File: src/spi_pkg.sv
package spi_pkg;

  // sizes
  localparam int MAX_CHAR    = 64;
  localparam int RX_WORDS    = MAX_CHAR / 32;
  localparam int SS_COUNT    = 8;
  localparam int CLK_RATE_HZ = 10_000_000;

  // register map, word addresses
  localparam int ADR_CTRL      = 0;
  localparam int ADR_CLK_RATE  = 1;
  localparam int ADR_DIVIDER   = 2;
  localparam int ADR_SS        = 3;
  localparam int ADR_BIT_COUNT = 4;
  localparam int ADR_MAX_BITS  = 5;
  localparam int ADR_RX0       = 6;   // rx bits 63:32
  localparam int ADR_RX1       = 7;   // rx bits 31:0
  localparam int ADR_TX0       = 8;   // tx bits 63:32
  localparam int ADR_TX1       = 9;   // tx bits 31:0

  // control register bits
  localparam int CTRL_GO      = 0;
  localparam int CTRL_RX_NEG  = 1;   // sample miso on falling sclk
  localparam int CTRL_TX_NEG  = 2;   // drive mosi on falling sclk
  localparam int CTRL_LSB     = 3;
  localparam int CTRL_IE      = 4;
  localparam int CTRL_ASS     = 5;
  localparam int CTRL_INV_CLK = 6;   // highest ctrl bit

  typedef logic [31:0]         bus_word_t;
  typedef logic [31:0]         bus_addr_t;
  typedef logic [MAX_CHAR-1:0] char_t;
  typedef logic [6:0]          char_len_t;  // 0 means MAX_CHAR
  typedef logic [15:0]         div_t;

  typedef enum logic [1:0] {
    IDLE,
    SHIFT,
    DONE
  } shift_state_t;

endpackage
File: src/spi_xfer_if.sv
`timescale 1ns/1ps

interface spi_xfer_if;
  import spi_pkg::*;

  // command, from the register block
  logic      go;
  char_len_t len;
  logic      lsb;
  logic      rx_neg;
  logic      tx_neg;
  char_t     tx_data;

  // result, from the shifter
  logic      tip;      // transfer in progress
  logic      last;     // final sample strobe
  char_t     rx_data;

  modport regs (
    output go, len, lsb, rx_neg, tx_neg, tx_data,
    input  tip, last, rx_data
  );

  modport shifter (
    input  go, len, lsb, rx_neg, tx_neg, tx_data,
    output tip, last, rx_data
  );

endinterface

File: src/spi_master_top.sv
`timescale 1ns/1ps

module spi_master_top (
  input  logic                          clk,
  input  logic                          rst,
  // bus slave port
  input  logic                          i_stb,
  input  logic                          i_we,
  input  spi_pkg::bus_addr_t            i_adr,
  input  spi_pkg::bus_word_t            i_dat,
  output spi_pkg::bus_word_t            o_dat,
  output logic                          o_ack,
  output logic                          o_int,
  // serial pads
  output logic                          o_sclk,
  output logic                          o_mosi,
  input  logic                          i_miso,
  output logic [spi_pkg::SS_COUNT-1:0]  o_ss_n
);
  import spi_pkg::*;

  spi_xfer_if xfer ();

  div_t divider;
  logic sclk;      // internal serial clock, before polarity
  logic pos_edge;
  logic neg_edge;

  spi_clk_gen u_clk_gen (
    .clk        (clk),
    .rst        (rst),
    .i_go       (xfer.go),
    .i_tip      (xfer.tip),
    .i_divider  (divider),
    .o_sclk     (sclk),
    .o_pos_edge (pos_edge),
    .o_neg_edge (neg_edge)
  );

  spi_shift_reg u_shift (
    .clk        (clk),
    .rst        (rst),
    .i_pos_edge (pos_edge),
    .i_neg_edge (neg_edge),
    .i_miso     (i_miso),
    .o_mosi     (o_mosi),
    .xfer       (xfer.shifter)
  );

  spi_wb_regs u_regs (
    .clk        (clk),
    .rst        (rst),
    .i_stb      (i_stb),
    .i_we       (i_we),
    .i_adr      (i_adr),
    .i_dat      (i_dat),
    .o_dat      (o_dat),
    .o_ack      (o_ack),
    .o_int      (o_int),
    .i_pos_edge (pos_edge),
    .o_divider  (divider),
    .o_sclk_pad (o_sclk),
    .o_ss_n     (o_ss_n),
    .i_sclk     (sclk),
    .xfer       (xfer.regs)
  );

endmodule

File: src/spi_wb_regs.sv
`timescale 1ns/1ps

module spi_wb_regs (
  input  logic                          clk,
  input  logic                          rst,
  input  logic                          i_stb,
  input  logic                          i_we,
  input  spi_pkg::bus_addr_t            i_adr,
  input  spi_pkg::bus_word_t            i_dat,
  output spi_pkg::bus_word_t            o_dat,
  output logic                          o_ack,
  output logic                          o_int,
  input  logic                          i_pos_edge,
  output spi_pkg::div_t                 o_divider,
  output logic                          o_sclk_pad,
  output logic [spi_pkg::SS_COUNT-1:0]  o_ss_n,
  input  logic                          i_sclk,
  spi_xfer_if.regs                      xfer
);
  import spi_pkg::*;

  logic [CTRL_INV_CLK:0] ctrl;
  div_t                  divider;
  logic [SS_COUNT-1:0]   ss;
  char_len_t             char_len;
  bus_word_t             tx_word [RX_WORDS];   // word 0 is the high word
  bus_word_t             rx_word [RX_WORDS];
  bus_word_t             rd_val;
  logic                  req;
  logic                  wr_ok;
  logic                  xfer_end;

  assign req      = i_stb && !o_ack;           // new request, ack not yet up
  assign wr_ok    = req && i_we && !xfer.tip;  // busy writes are acked and dropped
  // final sample, on a rising sclk unless sampling on the falling one
  assign xfer_end = xfer.last && (xfer.rx_neg || i_pos_edge);

  // transfer command
  assign xfer.go     = ctrl[CTRL_GO];
  assign xfer.rx_neg = ctrl[CTRL_RX_NEG];
  assign xfer.tx_neg = ctrl[CTRL_TX_NEG];
  assign xfer.lsb    = ctrl[CTRL_LSB];
  assign xfer.len    = char_len;
  assign o_divider   = divider;

  for (genvar w = 0; w < RX_WORDS; w++) begin : g_words
    assign xfer.tx_data[w*32 +: 32] = tx_word[RX_WORDS-1-w];
    assign rx_word[RX_WORDS-1-w]    = xfer.rx_data[w*32 +: 32];
  end

  // pads
  assign o_sclk_pad = ctrl[CTRL_INV_CLK] ? ~i_sclk : i_sclk;
  assign o_ss_n     = ~(ss & {SS_COUNT{xfer.tip || !ctrl[CTRL_ASS]}});

  // read decode
  always_comb begin
    case (i_adr)
      ADR_CTRL:      rd_val = bus_word_t'(ctrl);
      ADR_CLK_RATE:  rd_val = bus_word_t'(CLK_RATE_HZ);
      ADR_DIVIDER:   rd_val = bus_word_t'(divider);
      ADR_SS:        rd_val = bus_word_t'(ss);
      ADR_BIT_COUNT: rd_val = bus_word_t'(char_len);
      ADR_MAX_BITS:  rd_val = bus_word_t'(MAX_CHAR);
      ADR_RX0:       rd_val = rx_word[0];
      ADR_RX1:       rd_val = rx_word[1];
      default:       rd_val = '0;       // unmapped
    endcase
  end

  always_ff @(posedge clk) begin
    if (rst) begin
      o_ack    <= 1'b0;
      o_int    <= 1'b0;
      ctrl     <= '0;
      divider  <= div_t'(100);
      ss       <= '0;
      char_len <= '0;
    end else begin
      // four-phase handshake
      if (req) begin
        o_ack <= 1'b1;
      end else if (!i_stb) begin
        o_ack <= 1'b0;
      end

      // set wins over the clearing ack
      if (xfer_end && ctrl[CTRL_IE]) begin
        o_int <= 1'b1;
      end else if (req) begin
        o_int <= 1'b0;
      end

      if (xfer_end) begin
        ctrl[CTRL_GO] <= 1'b0;
      end

      if (wr_ok) begin
        case (i_adr)
          ADR_CTRL:      ctrl     <= i_dat[CTRL_INV_CLK:0];
          ADR_DIVIDER:   divider  <= i_dat[$bits(div_t)-1:0];
          ADR_SS:        ss       <= i_dat[SS_COUNT-1:0];
          ADR_BIT_COUNT: char_len <= i_dat[$bits(char_len_t)-1:0];
          default: ;
        endcase
      end
    end
  end

  // read data and tx words
  always_ff @(posedge clk) begin
    if (req) begin
      o_dat <= rd_val;
    end
    if (wr_ok && (i_adr == ADR_TX0)) begin
      tx_word[0] <= i_dat;
    end
    if (wr_ok && (i_adr == ADR_TX1)) begin
      tx_word[1] <= i_dat;
    end
  end

endmodule

File: src/spi_shift_reg.sv
`timescale 1ns/1ps

module spi_shift_reg (
  input  logic        clk,
  input  logic        rst,
  input  logic        i_pos_edge,
  input  logic        i_neg_edge,
  input  logic        i_miso,
  output logic        o_mosi,
  spi_xfer_if.shifter xfer
);
  import spi_pkg::*;

  shift_state_t state;
  char_t        tx_q;
  char_t        rx_q;
  logic [$clog2(MAX_CHAR)-1:0] tx_pos;     // next bit to drive
  logic [$clog2(MAX_CHAR)-1:0] rx_pos;     // next bit to sample
  logic [$clog2(MAX_CHAR)-1:0] first_pos;
  char_len_t    len_eff;
  char_len_t    len_m1;
  char_len_t    rx_left;                   // samples still to take
  logic         drive_edge;
  logic         sample_edge;
  logic         start;

  // one bit position along the shift order
  function automatic logic [$clog2(MAX_CHAR)-1:0] step(
    input logic [$clog2(MAX_CHAR)-1:0] pos,
    input logic                        up
  );
    return up ? pos + 1'b1 : pos - 1'b1;
  endfunction

  assign len_eff     = (xfer.len == '0) ? char_len_t'(MAX_CHAR) : xfer.len;
  assign len_m1      = len_eff - 1'b1;
  assign first_pos   = xfer.lsb ? '0 : len_m1[$clog2(MAX_CHAR)-1:0];
  assign drive_edge  = xfer.tx_neg ? i_neg_edge : i_pos_edge;
  assign sample_edge = xfer.rx_neg ? i_neg_edge : i_pos_edge;
  assign start       = (state == IDLE) && xfer.go;

  assign xfer.tip     = (state == SHIFT);
  assign xfer.last    = (state == SHIFT) && sample_edge && (rx_left == char_len_t'(1));
  assign xfer.rx_data = rx_q;

  always_ff @(posedge clk) begin
    if (rst) begin
      state   <= IDLE;
      o_mosi  <= 1'b0;
      rx_left <= '0;
    end else begin
      case (state)
        IDLE: begin
          if (xfer.go) begin
            state   <= SHIFT;
            rx_left <= len_eff;
            // falling-edge drive puts the first bit out before the first rise
            if (xfer.tx_neg) begin
              o_mosi <= xfer.tx_data[first_pos];
            end
          end
        end
        SHIFT: begin
          if (drive_edge) begin
            o_mosi <= tx_q[tx_pos];
          end
          if (sample_edge) begin
            rx_left <= rx_left - 1'b1;
            if (rx_left == char_len_t'(1)) begin
              state <= DONE;
            end
          end
        end
        DONE: begin
          if (!xfer.go) begin  // wait for go to clear so no restart
            state <= IDLE;
          end
        end
        default: state <= IDLE;
      endcase
    end
  end

  // shift data and bit pointers
  always_ff @(posedge clk) begin
    if (start) begin
      tx_q   <= xfer.tx_data;
      rx_q   <= '0;            // bits above len read as zero
      rx_pos <= first_pos;
      tx_pos <= xfer.tx_neg ? step(first_pos, xfer.lsb) : first_pos;
    end else if (state == SHIFT) begin
      if (drive_edge) begin
        tx_pos <= step(tx_pos, xfer.lsb);
      end
      if (sample_edge) begin
        rx_q[rx_pos] <= i_miso;
        rx_pos       <= step(rx_pos, xfer.lsb);
      end
    end
  end

endmodule

File: src/spi_clk_gen.sv
`timescale 1ns/1ps

module spi_clk_gen (
  input  logic          clk,
  input  logic          rst,
  input  logic          i_go,
  input  logic          i_tip,
  input  spi_pkg::div_t i_divider,
  output logic          o_sclk,
  output logic          o_pos_edge,
  output logic          o_neg_edge
);
  import spi_pkg::*;

  div_t cnt;     // clk cycles left in this half period
  logic expire;

  // sclk toggles on the edge where the count runs out
  assign expire     = i_tip && (cnt == '0);
  assign o_pos_edge = expire && !o_sclk;
  assign o_neg_edge = expire && o_sclk;

  always_ff @(posedge clk) begin
    if (rst) begin
      cnt    <= '0;
      o_sclk <= 1'b0;
    end else if (!i_tip) begin
      // idle: sclk low, first rising edge right after tip when go is set
      cnt    <= i_go ? '0 : i_divider;
      o_sclk <= 1'b0;
    end else if (expire) begin
      cnt    <= i_divider;    // half period is divider+1 cycles
      o_sclk <= ~o_sclk;
    end else begin
      cnt <= cnt - 1'b1;
    end
  end

endmodule

File: config.mk
export PLATFORM = sky130hd
export DESIGN_NAME = spi_master_top
export DESIGN_NICKNAME = d
export VERILOG_FILES = /design/src/spi_pkg.sv /design/src/spi_xfer_if.sv /design/src/spi_master_top.sv /design/src/spi_wb_regs.sv /design/src/spi_shift_reg.sv /design/src/spi_clk_gen.sv
export SDC_FILE = /design/constraint.sdc
export NUM_CORES = 1
export LEC_CHECK = 0
export BUFFER_PORTS_ARGS = -buffer_cell sky130_fd_sc_hd__buf_2
export CAP_MARGIN = 30
export CORE_MARGIN = 8
export CORE_UTILIZATION = 34
export DETAILED_ROUTE_END_ITERATION = 7
export PLACE_DENSITY_LB_ADDON = 0.25
export SKIP_CTS_REPAIR_TIMING = 1
export SYNTH_ARGS = -nofsm -noshare
export SYNTH_HDL_FRONTEND = slang
export SYNTH_SLANG_ARGS = --single-unit
File: constraint.sdc
create_clock -name clk -period 8.2 [get_ports clk]
set_clock_uncertainty 0.15 [all_clocks]
set_input_delay 2.05 -clock clk [delete_from_list [all_inputs] [get_ports clk]]
set_output_delay 2.05 -clock clk [all_outputs]
set_load 0.02 [all_outputs]
==> impl_metrics.tcl, run 1 <==
set metrics [dict create \
    outcome "complete, no violations" \
    critPathCapture "u_regs.o_divider[0]" \
    placed_area_um2 14620 \
    area_growth_pct 15.79 \
    ctsRootBufferMaster "clkbuf_16" \
    p_switching_uw 646.3 \
    place_congestion 0.7870 \
    powerDensity_nw_per_um2 199.0 \
    async_flop_share_pct 0 \
    rows 73 \
    clk_latency_ns 0.60 \
    reg2reg_to "u_shift.tx_pos[5]" \
    slew_headroom_pct 30.31 \
    synth_fa_ha_area_share_pct 1.501 \
    p_sw_share_pct 20.77 \
    crit_arrival_ns 4.71 \
    pwr-share-seq_pct 51.7 \
    synth_top_area_cell "edfxtp_1" \
    layout_commonest_cell "edfxtp_1" \
    hold_start "u_regs.tx_word[0][18]" \
    power_frac_clock_pct 45.8 \
    boundaryPins 113 \
    synthMuxAreaShare_pct 8.042 \
    via_count 9976 \
    clk_pin_slew_ns 0.06 \
    synthCells 1240 \
    ys.flop_type "edfxtp_1" \
    routed_wl_um 37750 \
    via_per_inst 5.326 \
    wl_per_cell_um 20.16 \
    slew_viol_final 0 \
    syn_area_um2 13510 \
    hold_viol 0 \
    irDropWorstVdd_uv 135.1 \
    cts.path.max_buffers 3 \
    initialDrtViolationCount 861 \
    antenna_found_initial 0 \
    critPathLaunch "i_adr[5]" \
    antenna-diode-count 0 \
    worst_slew_pin_slew_ns 1.038 \
    synth_top_family_by_area "simple AND/OR/NAND/NOR gates" \
    grt_pass1_wl_um 58590 \
    synth.distinct_cells 69 \
    fin_crit_sh_pct 54.03 \
    p_total_uw 3112 \
    first_global_vias 9848 \
    final_cell_area_um2 15640 \
    syn-num-nets 1324 \
    period_needed_ns 4.430 \
    mostFrequentLayoutCells "edfxtp_1, nand2_1, nor2_1" \
    synth-seq-cells 303 \
    synth_area_per_cell_um2 10.89 \
    drt_pass1_iterations 5 \
    p_comb_share_pct 2.5 \
    endpoint_kind "flop" \
    fmax_mhz 225.7 \
    dpl.hpwl_um 25870 \
    cap_viol_max_count 0 \
    yosysWarnings 0 \
    power.internal_uw 2466 \
    io_buffers 112 \
    hold_path.class "flop to flop" \
    dieArea_um2 46360 \
    die_h_um 215.3 \
    synthTopCellsByArea "edfxtp_1, dfxtp_1, nand2_1" \
    grt_max_degree 75 \
    drtAntennaViolNets 0 \
    drive_gt1_share_pct 17.43 \
    n_fill_cell 3850 \
    core_area_um2 39460 \
    worst_slack_ns 3.770 \
    cts_tree "built" \
    seq_area_um2 7787 \
    synth_xor_xnor_area_share_pct 2.010 \
    synth_top_cell_area_share_pct 38.24 \
    nNetsFinal 1409 \
    yosys.area_share.simple_pct 14.37 \
    r2r_slack_ns 4.21 \
    cts_buffers 31 \
    r2r-start "u_regs.xfer.len[0]" \
    rsz0062_at_grt "no" \
    synth_edf_count 172 \
    overflow 0 \
    cp_max_fo 16 \
    cts.sink_count 303 \
    setup_tns_ns 0 \
    yosysSeqAreaShare_pct 57.66 \
    required_ns 8.48 \
    setup_viol 0 \
    multiInputGateArea_um2 5331 \
    reg2regPathDepth 9 \
    final_util_pct 39.63 \
    grt_use_total_pct 15.80 \
    die_x_um 215.3 \
    start_kind "input port" \
    pre_cts_slack_ns 3.206 \
    htree_levels 1 \
    initial_core_util_pct 34.23 \
    power.leakage_uw 0.005578 \
    path_class "input port to flop" \
    drc 0 \
    synth_compound_area_share_pct 13.47 \
]
per-stage QoR:
stage / hold slack (ns) / instances
floorplan: 0.2680 / 1240
global placement: 0.2760 / 1812
detailed placement: 0.2800 / 1817
CTS: 0.2939 / 1873
global route: 0.2992 / 1873
finish: 0.2904 / 1873
routing by layer:
layer	global-route usage (%)	wire length, um	vias up
li1	-	-	4731
met3	2.739	2125	47
met4	3.881	731	0
met2	26.54	18330	302
met1	20.93	16570	4896
met5	0	0	-
logic make-up after synthesis:
family	Yosys count
fa+ha+maj	15
flops	303
mux	82
compound gates	284
xor+xnor	31
simple gates	421
buf+inv	104
worst max-delay path, stage by stage:
cell and delay, ns:
buf_2 0.09, nor4_1 0.31, nand4_1 0.15, or4_1 0.75
nor2_1 0.58, nand2_1 0.50, nand2_1 0.18, a21oi_1 0.08
state kept, by name, summed over array words and instances (netlist names), 2 cells and up:
| signal | flops |
|---|---|
| u_regs.tx_word | 64 |
| u_shift.tx_q | 64 |
| u_shift.xfer.rx_data | 64 |
| u_regs.o_dat | 32 |
| u_clk_gen.cnt | 16 |
| u_regs.o_divider | 16 |
| u_regs.ss | 8 |
| u_regs.ctrl | 7 |
| u_regs.xfer.len | 7 |
| u_shift.rx_left | 7 |
| u_shift.rx_pos | 6 |
| u_shift.tx_pos | 6 |
| u_shift.state | 2 |
synth_stat cells, types with 4 or more instances:
cell and instances:
nand2_1 162, buf_2 6, or3_1 7, o21ai_1 4
or4_1 4, a221oi_1 8, o21ai_0 63, a211oi_1 14
nand2b_1 4, nand3b_1 8, xor2_1 20, and2_1 6
nor2b_1 6, a22oi_1 23, nor3_1 18, mux2_2 22
nor2_1 133, o221ai_1 5, nor4_1 11, nand4b_1 5
a221o_1 4, a21oi_1 92, a22o_1 14, o22a_1 4
ha_1 13, edfxtp_1 172, buf_1 10, xnor2_1 11
nand3_1 26, o31ai_1 7, nor3b_1 5, a21o_1 6
mux4_2 19, clkbuf_1 66, o211ai_1 4, dfxtp_1 131
inv_1 21, a222oi_1 4, mux2i_1 41, o22ai_1 8
area by class of cell:
type,instances,area share (%)
inverter,22,0.5441
multi-input combinational,833,34.09
clock buffer,45,5.617
sequential,303,49.80
tap,525,4.201
timing repair buffer,134,4.833
clock inverter,11,0.9121
power groups by stage:
stage               Sequential (uW)  Clock, uW  Combinational [uW]
CTS                            1610       1460                79.5
global placement               1640          0                77.3
global route                   1610       1520                84.6
floorplan                      1650          0                28.2
finish                         1610       1430                78.4
detailed placement             1640          0                79.4
worst min-delay path by stage:
stage	end	slack, ns	cells past startpoint
2_1_floorplan	u_shift.tx_q[3]	0.27	0
3_3_place_gp	u_shift.tx_q[4]	0.28	0
3_5_place_dp	u_shift.tx_q[50]	0.28	0
4_1_cts	u_shift.tx_q[50]	0.29	0
5_1_grt	u_shift.tx_q[50]	0.30	0
6_report	u_shift.tx_q[50]	0.29	0
No activity file was read; power rests on OpenSTA's default activity.
==> run 2: changes to the inputs <==
- ABC_AREA: default -> 1
- clock period: 8.2 -> 4.2 ns (I/O delays scaled with it)
==> run 2 against run 1 <==
  * Die area grew 2.3%
  * Sequential power rose by 96%
  * Worst hold slack improved by 0.00076 ns
  * Highest routed layer unchanged
==> impl_metrics.tcl, run 2 <==
set metrics [dict create \
    cts_buffers 35 \
    overflow 0 \
    synthCells 1501 \
    dpl.hpwl_um 28840 \
    setup_tns_ns 0 \
    yosysMostFrequentCell "nand2_1" \
    rows 74 \
    start_kind "flop" \
    via_count 11260 \
    cts.path.max_buffers 3 \
    synth_area_per_cell_um2 9.222 \
    endpoint_kind "output port" \
    routed_wl_um 41950 \
    synth_top_area_cell "edfxtp_1" \
    drc 0 \
    pwr-share-seq_pct 48.9 \
    ys.flop_type "edfxtp_1" \
    nNetsFinal 1695 \
    die_x_um 217.8 \
    netlist_top_cells_count "nand2_1, inv_1, edfxtp_1" \
    slew_viol_final 0 \
    antenna_found_initial 0 \
    hold_path.class "flop to flop" \
    cap_viol_max_count 0 \
    cp_max_fo 13 \
    ctsRootBufferMaster "clkbuf_16" \
    clk_pin_slew_ns 0.06 \
    whs_ns 0.2912 \
    power.leakage_uw 0.006788 \
    synth-seq-cells 303 \
    irDropWorstVdd_uv 339.9 \
    htree_levels 2 \
    yosysSeqAreaShare_pct 56.26 \
    antenna-diode-count 0 \
    initialDrtViolationCount 823 \
    syn_area_um2 13840 \
    wl_per_cell_um 19.33 \
    cts_tree "built" \
    crit_arrival_ns 1.97 \
    power_frac_clock_pct 48.6 \
    mostFrequentLayoutCells "nand2_1, inv_1, edfxtp_1" \
    core_area_um2 40550 \
    outcome "complete, no violations" \
    area_growth_pct 16.81 \
    clk_latency_ns 0.53 \
    first_global_vias 11090 \
    r2r_slack_ns 1.17 \
    period_needed_ns 3.172 \
    fin_crit_sh_pct 75.53 \
    layout_commonest_cell "nand2_1" \
    grt_max_degree 74 \
    dieArea_um2 47420 \
    io_buffers 112 \
    rsz0062_at_grt "no" \
    grt_pass1_wl_um 65140 \
    yosysWarnings 0 \
    setup_viol 0 \
    hold_viol 0 \
    drt_pass1_iterations 5 \
    drive_gt1_share_pct 15.20 \
    synth_top_cell_area_share_pct 37.31 \
    path_class "flop to output port" \
    required_ns 3.00 \
    fmax_mhz 315.2 \
    place_congestion 0.8910 \
    drtAntennaViolNets 0 \
    grt_use_total_pct 17.49 \
    slew_headroom_pct 32.37 \
    powerDensity_nw_per_um2 398.9 \
    power.internal_uw 5081 \
    synth.distinct_cells 53 \
    syn-num-nets 1585 \
    worst_slew_pin_slew_ns 1.013 \
    via_per_inst 5.188 \
    synthTopCellsByArea "edfxtp_1, dfxtp_1, nand2_1" \
    die_h_um 217.8 \
    boundaryPins 113 \
    cts.sink_count 303 \
    initial_core_util_pct 34.13 \
    async_flop_share_pct 0 \
    p_comb_share_pct 2.5 \
    synth_edf_count 172 \
    p_sw_share_pct 21.23 \
    p_switching_uw 1369 \
]
==> run 2: cell count changes after synthesis, moves of 19 or more <==
cell      previous run  this run
inv_1               21       183
o21ai_0             63       130
nand2_1            162       226
nand3_1             26        82
mux2i_1             41         0
clkbuf_1            66        33
a31oi_1              2        34
o22ai_1              8        36
mux2_2              22         0
a21oi_1             92        72
mux4_2              19         0
==> run 2: critical path, stage by stage (launching register included) <==
cell	delay [ns]
dfxtp_1	0.31
inv_1	0.06
nor2_1	0.05
inv_1	0.41
nand2_1	0.31
nand2_1	0.13
buf_2	0.17
==> run 2: power groups by stage <==
stage / Combinational, uW / Clock [uW] / Sequential (uW)
after CTS: 165 / 3190 / 3150
after global placement: 162 / 0 / 3220
after floorplan: 59.9 / 0 / 3230
after detailed placement: 164 / 0 / 3220
after global routing: 177 / 3310 / 3150
final: 161 / 3140 / 3150
==> run 2: final timing paths <==
check,start,cells past startpoint,end
max,u_shift.state[0],6,o_ss_n[0]
min,u_regs.tx_word[0][61],0,u_shift.tx_q[29]
max reg2reg,u_regs.ctrl[3],10,u_shift.tx_pos[5]
min reg2reg,u_regs.tx_word[0][61],0,u_shift.tx_q[29]
==> run 2: final cells by class <==
| cell class | instances | area [um^2] |
|---|---|---|
| Clock inverter | 22 | 249.0 |
| Inverter | 207 | 788.3 |
| Multi-Input combinational cell | 937 | 5070 |
| Sequential cell | 303 | 7787 |
| Timing Repair Buffer | 127 | 685.7 |
| Fill cell | 4071 | 24380 |
| Clock buffer | 42 | 923.4 |
| Tap cell | 532 | 665.6 |
==> run 2: metrics by stage <==
step	cells	utilization (%)	worst slack, ns	cell area (um^2)	power [uW]
after floorplan	1501	-	0.1356	13870	3289
final	2170	39.87	1.028	16170	6451
after detailed placement	2106	36.98	0.8175	15000	3381
after global placement	2105	36.96	0.8812	14990	3381
after CTS	2170	39.87	0.9654	16170	6511
after global routing	2170	39.87	0.8592	16170	6646
==> run 2: layer usage <==
| layer | track usage, % | share of wire (%) | vias to the layer above |
|---|---|---|---|
| met1 | 22.65 | 43 | 5420 |
| met5 | 0 | 0 | - |
| li1 | - | - | 5413 |
| met2 | 29.27 | 48 | 347 |
| met3 | 2.857 | 6.0 | 78 |
| met4 | 6.247 | 3.3 | 0 |
==> run 2: kinds of logic (layout without fill, tap and decap cells) <==
| family | count (synthesis) | in the layout | synth area share [%] |
|---|---|---|---|
| xor gates and xnor gates | 23 | 23 | 1.510 |
| and+or+nand+nor | 543 | 543 | 18.08 |
| AOI/OAI and AO/OA | 356 | 356 | 15.30 |
| adders and majority gates | 15 | 15 | 1.464 |
| DFF | 303 | 303 | 56.26 |
| buffers and inverters | 261 | 398 | 7.385 |
==> run 3: changes to the inputs <==
- clock period: 4.2 -> 2.65 ns (I/O delays scaled with it)
==> run 3 against run 2 <==
  * Cell count is 2.4% higher
  * Cell area is 3.2% higher
  * Via count is 1.1% higher
  * Flip-flop and latch count stayed put
  * Critical endpoint is now u_shift.tx_pos[5]
  * Largest cell class unchanged
  * Largest power group is now the clock network
==> impl_metrics.tcl, run 3 (synthesis results as in run 2) <==
set metrics [dict create \
    p_total_uw 10290 \
    rsz0062_at_grt "no" \
    overflow 0 \
    crit_arrival_ns 2.57 \
    whs_path_depth 1 \
    drc 0 \
    r2r-start "u_regs.ctrl[3]" \
    die_x_um 217.8 \
    hold_end "u_regs.tx_word[0][18]" \
    cts_buffers 35 \
    drt_pass1_iterations 8 \
    core_area_um2 40550 \
    final_util_pct 41.14 \
    antenna_found_initial 0 \
    final_cell_area_um2 16680 \
    endpoint_kind "flop" \
    fin_crit_sh_pct 92.24 \
    setup_tns_ns 0 \
    clk_latency_ns 0.54 \
    via_count 11380 \
    htree_levels 2 \
    cts_tree "built" \
    ctsRootBufferMaster "clkbuf_16" \
    irDropWorstVdd_uv 356.3 \
    cap_viol_max_count 0 \
    slew_viol_final 0 \
    via_per_inst 5.120 \
    grt_pass1_wl_um 64920 \
    nNetsFinal 1748 \
    start_kind "flop" \
    antenna-diode-count 0 \
    initial_core_util_pct 34.13 \
    drtAntennaViolNets 0 \
    initialDrtViolationCount 875 \
    die_h_um 217.8 \
    hold_viol 0 \
    drive_gt1_share_pct 18.04 \
    first_global_vias 11020 \
    routed_wl_um 41990 \
    io_buffers 112 \
    hold_path.class "input port to flop" \
    grt_max_degree 43 \
    cts.sink_count 303 \
    grt_use_total_pct 17.46 \
    fmax_mhz 409.1 \
    slew_headroom_pct 68.97 \
    cp_max_fo 16 \
    dieArea_um2 47420 \
    place_congestion 0.8775 \
    power.leakage_uw 0.007091 \
    reg2reg_to "u_shift.tx_pos[5]" \
    area_growth_pct 20.53 \
    mostFrequentLayoutCells "nand2_1, inv_1, edfxtp_1" \
    clk_pin_slew_ns 0.06 \
    powerDensity_nw_per_um2 617.0 \
    placed_area_um2 15470 \
    layout_commonest_cell "nand2_1" \
    r2r_slack_ns 0.21 \
    setup_viol 0 \
    hold_start "i_dat[18]" \
    rows 74 \
    wl_per_cell_um 18.89 \
    reg2regPathDepth 10 \
    outcome "complete, no violations" \
    period_needed_ns 2.444 \
    cts.path.max_buffers 3 \
    boundaryPins 113 \
    worst_slew_pin_slew_ns 0.4619 \
    path_class "flop to flop" \
    dpl.hpwl_um 29860 \
    required_ns 2.77 \
]
## run 3: worst max-delay path by stage
stage	from	end	slack, ns	cells past startpoint
final	u_regs.ctrl[3]	u_shift.tx_pos[5]	0.21	10
after global routing	u_regs.xfer.len[0]	u_shift.o_mosi	0.03	16
after CTS	u_shift.state[0]	o_ss_n[7]	0.08	6
after detailed placement	i_adr[19]	u_regs.tx_word[0][62]	-0.06	9
after global placement	i_adr[19]	u_regs.o_dat[3]	-0.07	11
after floorplan	i_stb	u_regs.tx_word[0][0]	-0.73	4
## run 3: metrics by stage
stage / setup WS, ns / hold slack, ns / cells
after floorplan: -0.7330 / 0.2666 / 1501
after global placement: -0.06789 / 0.2731 / 2159
after detailed placement: -0.06373 / 0.2748 / 2159
after CTS: 0.07968 / 0.1389 / 2223
after global routing: 0.03354 / 0.1390 / 2223
final: 0.2057 / 0.1662 / 2223
## run 3: routing by layer
layer	global-route usage, %	vias up	wire length [um]	share of wire (%)
met5	0	-	0	0
met4	4.747	0	862	2.1
met3	3.315	61	2437	5.8
met2	28.90	339	20110	48
met1	23.16	5453	18580	44
li1	-	5529	-	-
## run 3: cell type report
cell class | instances | area, um^2
Inverter | 207 | 800.8
Sequential cell | 303 | 7789
Multi-Input combinational cell | 937 | 5095
Tap cell | 532 | 665.6
Timing Repair Buffer | 180 | 1150
Clock buffer | 50 | 994.7
Clock inverter | 14 | 188.9
Fill cell | 4009 | 23870
## run 3: worst max-delay path, stage by stage, from the launching register on
cell	delay (ns)
dfxtp_1	0.32
inv_2	0.32
ha_1	0.36
nand2_1	0.09
nor2_1	0.04
a211oi_1	0.28
nor2_1	0.10
o21a_1	0.18
nor2_1	0.13
xnor2_1	0.13
o22ai_1	0.08
## run 3: power breakdown
| part | internal, uW | switching [uW] |
|---|---|---|
| clock network | 3030 | 2010 |
| registers | 4980 | 18.7 |
| logic | 85.2 | 173 |
| total | 8090 | 2200 |
